--- src/hdl/rvv_backend_settings.svh ---
/*
  RVV backend ALU slice settings
  lane count, station depth and datapath widths
*/
`ifndef RVV_BACKEND_SETTINGS_SVH
`define RVV_BACKEND_SETTINGS_SVH

// ALU lanes; the wrapper pop rule only handles two
`define NUM_ALU_UOP 2

// reservation station entries
`define ALU_RS_DEPTH 8

// data chunk handled by one micro-op
`define VLENB_CHUNK 32

// ROB tag width
`define ROB_ENTRY_W 4

`endif

--- src/hdl/rvv_backend_pkg.sv ---
/*
  RVV backend ALU types
  opcode and element width encodings, micro-op and ROB result records
*/
`include "rvv_backend_settings.svh"

package rvv_backend_pkg;

  // ALU operations, codes 9..15 are unused
  typedef enum logic [3:0] {
    op_add  = 4'd0,
    op_sub  = 4'd1,
    op_and  = 4'd2,
    op_or   = 4'd3,
    op_xor  = 4'd4,
    op_sll  = 4'd5,
    op_srl  = 4'd6,
    op_minu = 4'd7,
    op_maxu = 4'd8
  } alu_opcode_e;

  // element width, code 3 is unused
  typedef enum logic [1:0] {
    sew_e8  = 2'd0,
    sew_e16 = 2'd1,
    sew_e32 = 2'd2
  } sew_e;

  // micro-op held in the reservation station
  typedef struct packed {
    logic [`ROB_ENTRY_W-1:0] rob_entry;
    alu_opcode_e             opcode;
    sew_e                    sew;
    logic [`VLENB_CHUNK-1:0] vs2_data;
    logic [`VLENB_CHUNK-1:0] vs1_data;
  } alu_rs_t;

  // result written back through the ROB
  typedef struct packed {
    logic [`ROB_ENTRY_W-1:0] rob_entry;
    logic [`VLENB_CHUNK-1:0] w_data;
  } alu2rob_t;

endpackage

--- src/hdl/rvv_backend_alu_rs.sv ---
/*
  ALU reservation station
  in-order circular buffer, one push and up to two pops per cycle,
  the two oldest entries are offered to the execution lanes
*/
`timescale 1ns/1ps
`include "rvv_backend_settings.svh"

module rvv_backend_alu_rs
  import rvv_backend_pkg::*;
(
  input  logic                         clk,
  input  logic                         rst_n,
  input  logic                         push_valid,
  input  alu_rs_t                      push_uop,
  output logic                         push_ready,
  output alu_rs_t [`NUM_ALU_UOP-1:0]   uop_out,
  output logic                         fifo_empty,
  output logic                         fifo_1left_to_empty,
  input  logic    [`NUM_ALU_UOP-1:0]   pop
);

  localparam int PTR_W = $clog2(`ALU_RS_DEPTH);
  localparam int CNT_W = $clog2(`ALU_RS_DEPTH + 1);

  alu_rs_t           mem [`ALU_RS_DEPTH];
  logic [PTR_W-1:0]  wptr;
  logic [PTR_W-1:0]  rptr;
  logic [CNT_W-1:0]  count;
  logic              push_fire;
  logic [1:0]        pop_num;

  // pointer advance with wrap at the station depth
  function automatic logic [PTR_W-1:0] ptr_add(logic [PTR_W-1:0] ptr, int unsigned inc);
    int unsigned sum;
    sum = ptr + inc;
    if (sum >= `ALU_RS_DEPTH)
      sum = sum - `ALU_RS_DEPTH;
    return PTR_W'(sum);
  endfunction

  assign push_ready          = (count != CNT_W'(`ALU_RS_DEPTH));
  assign push_fire           = push_valid && push_ready;
  assign pop_num             = {1'b0, pop[0]} + {1'b0, pop[1]};
  assign fifo_empty          = (count == '0);
  assign fifo_1left_to_empty = (count == CNT_W'(1));

  // oldest entry on lane 0, next one on lane 1
  assign uop_out[0] = mem[rptr];
  assign uop_out[1] = mem[ptr_add(rptr, 1)];

  always_ff @(posedge clk) begin
    if (push_fire)
      mem[wptr] <= push_uop;
  end

  always_ff @(posedge clk or negedge rst_n) begin
    if (!rst_n) begin
      wptr  <= '0;
      rptr  <= '0;
      count <= '0;
    end else begin
      if (push_fire)
        wptr <= ptr_add(wptr, 1);
      rptr  <= ptr_add(rptr, pop_num);
      count <= count + CNT_W'(push_fire) - CNT_W'(pop_num);
    end
  end

  a_pop0_not_empty: assert property (@(posedge clk) disable iff (!rst_n)
    pop[0] |-> !fifo_empty)
    else $error("ALU RS: lane 0 popped while empty");

  a_pop1_in_order: assert property (@(posedge clk) disable iff (!rst_n)
    pop[1] |-> pop[0] && (count >= CNT_W'(2)))
    else $error("ALU RS: lane 1 popped out of order or past the held entries");

  // a push never lands on an entry still held
  a_no_push_full: assert property (@(posedge clk) disable iff (!rst_n)
    push_fire && !fifo_empty |-> (wptr != rptr))
    else $error("ALU RS: push would overwrite a held entry");

endmodule

--- src/hdl/rvv_backend_alu_unit.sv ---
/*
  ALU execution unit
  decodes one micro-op and computes add/sub/logic/shift/min/max
  lane-wise on 8, 16 or 32 bit elements of a data chunk
*/
`timescale 1ns/1ps
`include "rvv_backend_settings.svh"

module rvv_backend_alu_unit
  import rvv_backend_pkg::*;
(
  input  logic     alu_uop_valid,
  input  alu_rs_t  alu_uop,
  output logic     result_valid,
  output alu2rob_t result
);

  logic                    opcode_ok;
  logic                    sew_ok;
  logic [31:0]             elem;
  logic [`VLENB_CHUNK-1:0] w_data;

  // one element, operands zero-extended to 32 bits
  function automatic logic [31:0] elem_op(alu_opcode_e op, logic [31:0] a, logic [31:0] b,
                                          int unsigned width);
    logic [31:0] mask;
    logic [4:0]  shamt;
    mask  = (width >= 32) ? '1 : ((32'd1 << width) - 32'd1);
    // shift amount uses the low log2(sew) bits only
    shamt = b[4:0] & 5'(width - 1);
    case (op)
      op_add:  return (a + b) & mask;
      op_sub:  return (a - b) & mask;
      op_and:  return a & b;
      op_or:   return a | b;
      op_xor:  return a ^ b;
      op_sll:  return (a << shamt) & mask;
      op_srl:  return a >> shamt;
      op_minu: return (a < b) ? a : b;
      op_maxu: return (a > b) ? a : b;
      default: return '0;
    endcase
  endfunction

  // legality decode
  always_comb begin
    case (alu_uop.opcode)
      op_add, op_sub, op_and, op_or, op_xor,
      op_sll, op_srl, op_minu, op_maxu: opcode_ok = 1'b1;
      default:                          opcode_ok = 1'b0;
    endcase
    case (alu_uop.sew)
      sew_e8, sew_e16, sew_e32: sew_ok = 1'b1;
      default:                  sew_ok = 1'b0;
    endcase
  end

  // split into elements and compute each independently
  always_comb begin
    w_data = '0;
    elem   = '0;
    case (alu_uop.sew)
      sew_e8: begin
        for (int i = 0; i < `VLENB_CHUNK / 8; i++) begin
          elem = elem_op(alu_uop.opcode, {24'b0, alu_uop.vs2_data[8*i +: 8]},
                         {24'b0, alu_uop.vs1_data[8*i +: 8]}, 8);
          w_data[8*i +: 8] = elem[7:0];
        end
      end
      sew_e16: begin
        for (int i = 0; i < `VLENB_CHUNK / 16; i++) begin
          elem = elem_op(alu_uop.opcode, {16'b0, alu_uop.vs2_data[16*i +: 16]},
                         {16'b0, alu_uop.vs1_data[16*i +: 16]}, 16);
          w_data[16*i +: 16] = elem[15:0];
        end
      end
      sew_e32: begin
        for (int i = 0; i < `VLENB_CHUNK / 32; i++) begin
          elem = elem_op(alu_uop.opcode, alu_uop.vs2_data[32*i +: 32],
                         alu_uop.vs1_data[32*i +: 32], 32);
          w_data[32*i +: 32] = elem;
        end
      end
      default: w_data = '0;
    endcase
  end

  assign result_valid     = alu_uop_valid && opcode_ok && sew_ok;
  assign result.rob_entry = alu_uop.rob_entry;
  assign result.w_data    = w_data;

  // the decoder upstream only issues defined opcodes
  always_comb begin
    if (alu_uop_valid) begin
      a_legal_opcode: assert final (opcode_ok)
        else $error("ALU unit: illegal opcode %0d, rob_entry=%0d",
                    alu_uop.opcode, alu_uop.rob_entry);
    end
  end

endmodule

--- src/hdl/rvv_backend_alu.sv ---
/*
  ALU execution wrapper
  runs two ALU units on the station's oldest entries,
  pops in order and hands results to the ROB
*/
`timescale 1ns/1ps
`include "rvv_backend_settings.svh"

module rvv_backend_alu
  import rvv_backend_pkg::*;
(
  input  logic                          clk,
  input  logic                          rst_n,
  // station side
  output logic     [`NUM_ALU_UOP-1:0]   pop_ex2rs,
  input  alu_rs_t  [`NUM_ALU_UOP-1:0]   alu_uop_rs2ex,
  input  logic                          fifo_empty_rs2ex,
  input  logic                          fifo_1left_to_empty_rs2ex,
  // ROB side
  output logic     [`NUM_ALU_UOP-1:0]   result_valid_ex2rob,
  output alu2rob_t [`NUM_ALU_UOP-1:0]   result_ex2rob,
  input  logic     [`NUM_ALU_UOP-1:0]   result_ready_rob2alu
);

  logic [`NUM_ALU_UOP-1:0] alu_uop_valid_rs2ex;

  // lane 1 holds a micro-op only with two or more entries in the station
  assign alu_uop_valid_rs2ex[0] = !fifo_empty_rs2ex;
  assign alu_uop_valid_rs2ex[1] = !fifo_empty_rs2ex && !fifo_1left_to_empty_rs2ex;

  // lane 1 retires only together with lane 0, keeps issue in order
  assign pop_ex2rs[0] = alu_uop_valid_rs2ex[0] && result_valid_ex2rob[0] &&
                        result_ready_rob2alu[0];
  assign pop_ex2rs[1] = pop_ex2rs[0] && alu_uop_valid_rs2ex[1] &&
                        result_valid_ex2rob[1] && result_ready_rob2alu[1];

  for (genvar i = 0; i < `NUM_ALU_UOP; i++) begin : g_lane
    rvv_backend_alu_unit u_alu_unit (
      .alu_uop_valid (alu_uop_valid_rs2ex[i]),
      .alu_uop       (alu_uop_rs2ex[i]),
      .result_valid  (result_valid_ex2rob[i]),
      .result        (result_ex2rob[i])
    );

    // a held micro-op must decode, otherwise the station never drains
    a_lane_result_valid: assert property (@(posedge clk) disable iff (!rst_n)
      alu_uop_valid_rs2ex[i] |-> result_valid_ex2rob[i])
      else $error("ALU lane %0d: no valid result for rob_entry=%0d",
                  i, alu_uop_rs2ex[i].rob_entry);
  end

endmodule

--- src/hdl/rvv_backend_alu_top.sv ---
/*
  ALU execution slice top
  reservation station feeding the two-lane ALU wrapper
*/
`timescale 1ns/1ps
`include "rvv_backend_settings.svh"

module rvv_backend_alu_top
  import rvv_backend_pkg::*;
(
  input  logic                          clk,
  input  logic                          rst_n,
  // micro-op push
  input  logic                          uop_valid,
  input  alu_rs_t                       uop,
  output logic                          uop_ready,
  // results to ROB
  output logic     [`NUM_ALU_UOP-1:0]   result_valid,
  output alu2rob_t [`NUM_ALU_UOP-1:0]   result,
  input  logic     [`NUM_ALU_UOP-1:0]   result_ready
);

  alu_rs_t [`NUM_ALU_UOP-1:0] alu_uop_rs2ex;
  logic                       fifo_empty_rs2ex;
  logic                       fifo_1left_to_empty_rs2ex;
  logic    [`NUM_ALU_UOP-1:0] pop_ex2rs;

  rvv_backend_alu_rs u_alu_rs (
    .clk                 (clk),
    .rst_n               (rst_n),
    .push_valid          (uop_valid),
    .push_uop            (uop),
    .push_ready          (uop_ready),
    .uop_out             (alu_uop_rs2ex),
    .fifo_empty          (fifo_empty_rs2ex),
    .fifo_1left_to_empty (fifo_1left_to_empty_rs2ex),
    .pop                 (pop_ex2rs)
  );

  rvv_backend_alu u_alu (
    .clk                       (clk),
    .rst_n                     (rst_n),
    .pop_ex2rs                 (pop_ex2rs),
    .alu_uop_rs2ex             (alu_uop_rs2ex),
    .fifo_empty_rs2ex          (fifo_empty_rs2ex),
    .fifo_1left_to_empty_rs2ex (fifo_1left_to_empty_rs2ex),
    .result_valid_ex2rob       (result_valid),
    .result_ex2rob             (result),
    .result_ready_rob2alu      (result_ready)
  );

endmodule

--- config.mk ---
export PLATFORM = sky130hd
export DESIGN_NAME = rvv_backend_alu_top
export DESIGN_NICKNAME = d
export VERILOG_FILES = /design/src/hdl/rvv_backend_pkg.sv /design/src/hdl/rvv_backend_alu_rs.sv /design/src/hdl/rvv_backend_alu_unit.sv /design/src/hdl/rvv_backend_alu.sv /design/src/hdl/rvv_backend_alu_top.sv
export VERILOG_INCLUDE_DIRS = /design/src /design/src/hdl
export SDC_FILE = /design/constraint.sdc
export NUM_CORES = 2
export LEC_CHECK = 0
export ABC_AREA = 1
export BUFFER_PORTS_ARGS = -buffer_cell sky130_fd_sc_hd__buf_2
export CELL_PAD_IN_SITES_DETAIL_PLACEMENT = 1
export CELL_PAD_IN_SITES_GLOBAL_PLACEMENT = 2
export CORE_MARGIN = 3
export CORE_UTILIZATION = 32
export CTS_CLUSTER_SIZE = 40
export DETAILED_ROUTE_END_ITERATION = 8
export HOLD_SLACK_MARGIN = 0.05
export PLACE_DENSITY_LB_ADDON = 0.05
export SLEW_MARGIN = 20
export SYNTH_ARGS = -nofsm -noshare
export SYNTH_HDL_FRONTEND = slang
export SYNTH_SLANG_ARGS = --single-unit
--- constraint.sdc ---
create_clock -name clk -period 4.4 [get_ports clk]
set_input_delay 0.66 -clock clk [delete_from_list [all_inputs] [get_ports clk]]
set_output_delay 0.66 -clock clk [all_outputs]
set_load 0.02 [all_outputs]
==> summary.md <==
| Metric | Value |
|---|---|
| Status | `finished with violations` |
| Failing checks | `negative setup slack` |
| CTS tree | `done` |
| Crit path kind | `register to output pin` |
| Full die area | `roughly 0.21 mm^2` |
| Worst-Margin Slew | `0.9639 ns` |
| Layout cells sized above 1 | `0.3334` |
| Min Tclk post-route | `just over 6 ns` |
| Die Ht | `about 460 um` |
| Critical Path Source | `u_alu_rs.rptr[0]` |
| Die Wd | `456.0 um` |
| Total number of vias | `89750` |
| Biggest cell delay along the critical path | `0.54 ns` |
| Most frequent CP cell | `nand2_1` |
| Endpoints failing setup | `64` |
| I/O Buffers | `153` |
| Synth top cells by count | `nand2_1 (3653), nand3_1 (1186), inv_1 (1058)` |
| WL final | `approximately 450 mm` |
| RSZ-0062 raised after global routing | `true` |
| Worst Hold Class | `input port to register` |
| Worst skew pair latency | `about 0.7 ns` |
| Hpwl dp | `355.7 mm` |
| Vias per Instance | `about 5.7` |
| Worst-path maximum fanout | `7` |
| Synthesized Nets | `10940` |
| Critical path required time | `approximately 3.7 ns` |
| Fin area | `0.1003 mm^2` |
| Per-cell routed wire length | `about 29 um` |
| CP max stage cell | `dfrtp_4` |
| Post-synth ARST share | `0.01661` |
| Worst setup margin | `-1.695 ns` |
| Crit path DAT | `5.43 ns` |
| Antenna violations before repair | `66` |
| Post-Synthesis Cells | `10630` |
| Max-Cap Viols | `0` |
| Top-count cell post-synth | `nand2_1` |
| Rows | `around 160` |
| Total congestion overflow | `0` |
| GRT Util Overall | `0.4083` |
| Layout Nets | `13390` |
| Multi-input logic area | `0.04521 mm^2` |
| Residual DRC count | `0` |
| Setup TNS | `-95.07 ns` |
| Final cell count without fillers | `15820` |
| Sequential cell area | `0.01804 mm^2` |
| Vias in the first global route | `88620` |
| Final hold viol count | `0` |
| Core area | `0.2005 mm^2` |
| Maximum clock path buffer count | `3` |
| Critical Path Start Type | `register` |
| Starting Density | `0.3233` |
| Share of the synthesized area in the top cell type | `0.2743` |
| Synth area leaders | `edfxtp_1 (27%), nand2_1 (21%), nand3_1 (9.2%)` |
| Biggest area consumer among synthesized cells | `edfxtp_1` |
| Root Driver | `clkbuf_16` |
| Final Slew Violations | `0` |
| Register area share after synthesis | `0.2782` |
| Synth Area per Inst | `6.097 um^2` |
| Min-delay src | `uop[51]` |
| Post-placement cell area | `0.08849 mm^2` |
| Yosys reg bits | `602` |
| First-pass GRT wire length | `625.0 mm` |
| RR Startpoint | `u_alu_rs.rptr[0]` |
| CTS H-tree depth | `3` |
| Top-level I/O count | `154` |
| Post-Place Cells | `15380` |
| Starting DRT DRC Count | `roughly 9500` |
| Area grow syn2layout | `54.83%` |
| Slew HR | `0.3506` |
| Num CTS Buffers | `69` |
| Worst setup EP type | `output pin` |
| Max Freq | `164.1 MHz` |
| DR pass1 iterations | `6` |
| CTS clk-pin slew, worst paths | `0.06 ns` |
| Global placement routability congestion | `roughly 1.0` |
| YS warnings | `0` |
| Top FF cell, synth | `edfxtp_1` |
| Synth cell types | `61` |
| Detail Route Antenna Nets | `0` |
| Synth Cell Area | `0.06481 mm^2` |
| # fillers | `about 26000` |
| Fin crit share | `1.385` |
| Number of synthesized flops with an enable pin | `592` |
| Final Util | `0.5005` |
| Pin count of the biggest net entering global routing | `around 80` |
| CTS Sinks | `about 600` |
| Worst Skew | `0.06631 ns` |
## metal layers
metal / GRT usage / routed length [um]
met5: 0 / 147
met4: 0.1884 / 25590
met3: 0.07909 / 42250
met2: 0.6098 / 191100
met1: 0.5657 / 195600
## final cells by class
cell class / count / share of cell area
clock buffer: 83 / 0.01794
multi-input combinational: 8321 / 0.4506
timing repair inverter: 4 / 0.0006359
timing repair buffer: 2963 / 0.2683
tap: 2656 / 0.03312
inverter: 1117 / 0.04402
clock inverter: 36 / 0.004539
sequential: 602 / 0.1798
antenna: 42 / 0.001047
## kinds of logic (layout without fill, tap and decap cells)
| family | after synthesis | count (layout) | synth area share |
|---|---|---|---|
| AO/OA/AOI/OAI | 1941 | 1942 | 0.1668 |
| XOR/XNOR | 70 | 70 | 0.009576 |
| adder cells (fa/ha/maj) | 229 | 229 | 0.04630 |
| buffers and inverters | 1707 | 4203 | 0.1131 |
| flip-flops | 602 | 602 | 0.2782 |
| multiplexers | 1 | 1 | 0.0001545 |
| other | 0 | 42 | 0 |
| AND/OR/NAND/NOR | 6079 | 6079 | 0.3859 |
## cells in the final DEF, fill, tap and decap left out, types with 24 or more instances in the layout
cell       count
o211ai_1     213
ha_2          27
buf_4       2367
buf_12       251
o21ai_0      559
nor2_1       785
nor2_4        94
nand3_2       73
diode_2       42
inv_4         24
nor3_1        40
o21ai_2      102
a21oi_4       33
nand2_1     3371
o21ai_1      291
a21oi_1      398
buf_8         26
inv_2        132
buf_6        179
nand3_1     1099
buf_2         92
nor2_2       120
clkbuf_16     86
xor2_1        57
ha_4          74
nand2_2      232
o21ai_4       48
nand2_4       70
edfxtp_1     592
ha_1         110
o22ai_1       51
a21oi_2      131
nand3b_1      27
inv_1        933
nand4_1       77
## critical path: cells and delay by family (launching register included)
kind	cells	cell delay, ns
simple gates	12	1.24
compound gates	5	0.83
fa+ha+maj	2	0.59
flops	1	0.54
buf+inv	11	1.52
## final timing paths
path / end / slack [ns] / depth (start not counted)
worst max-delay path: result[66] / -1.69 / 30
worst min-delay path: u_alu_rs.mem[4][51] / 0.23 / 1
worst max register to register: u_alu_rs.count[2] / 0.07 / 24
worst min register to register: u_alu_rs.wptr[0] / 0.57 / 2
max in group asynchronous: u_alu_rs.rptr[1] / 3.61 / 2
min in group asynchronous: u_alu_rs.count[3] / 0.43 / 2
## sequential cells by signal (all words and copies together), names as in the netlist
register,flops
u_alu_rs.mem,592
u_alu_rs.count,4
u_alu_rs.rptr,3
u_alu_rs.wptr,3
## timing repair
item | 4_1_cts | 5_1_grt
endpoints found under the hold margin | 10 | 0
setup endpoints to repair | 69 | 71
gates resized for setup | 816 | 1070
cloned | 21 | 17
buffers inserted | 102 | 157
hold buffers | 1 | 0
pin swaps | 151 | 422
## stage by stage
stage / setup WS [ns] / hold WS [ns]
floorplan: -0.3897 / 0.3644
finish: -1.695 / 0.2300
CTS: -1.474 / 0.1937
detailed placement: -1.576 / 0.5590
global route: -1.769 / 0.2337
global placement: -1.479 / 0.5123
Power is left out: the tool's default activity adds up to more than one toggle a clock period on the data nets, which glitch-free logic cannot reach.
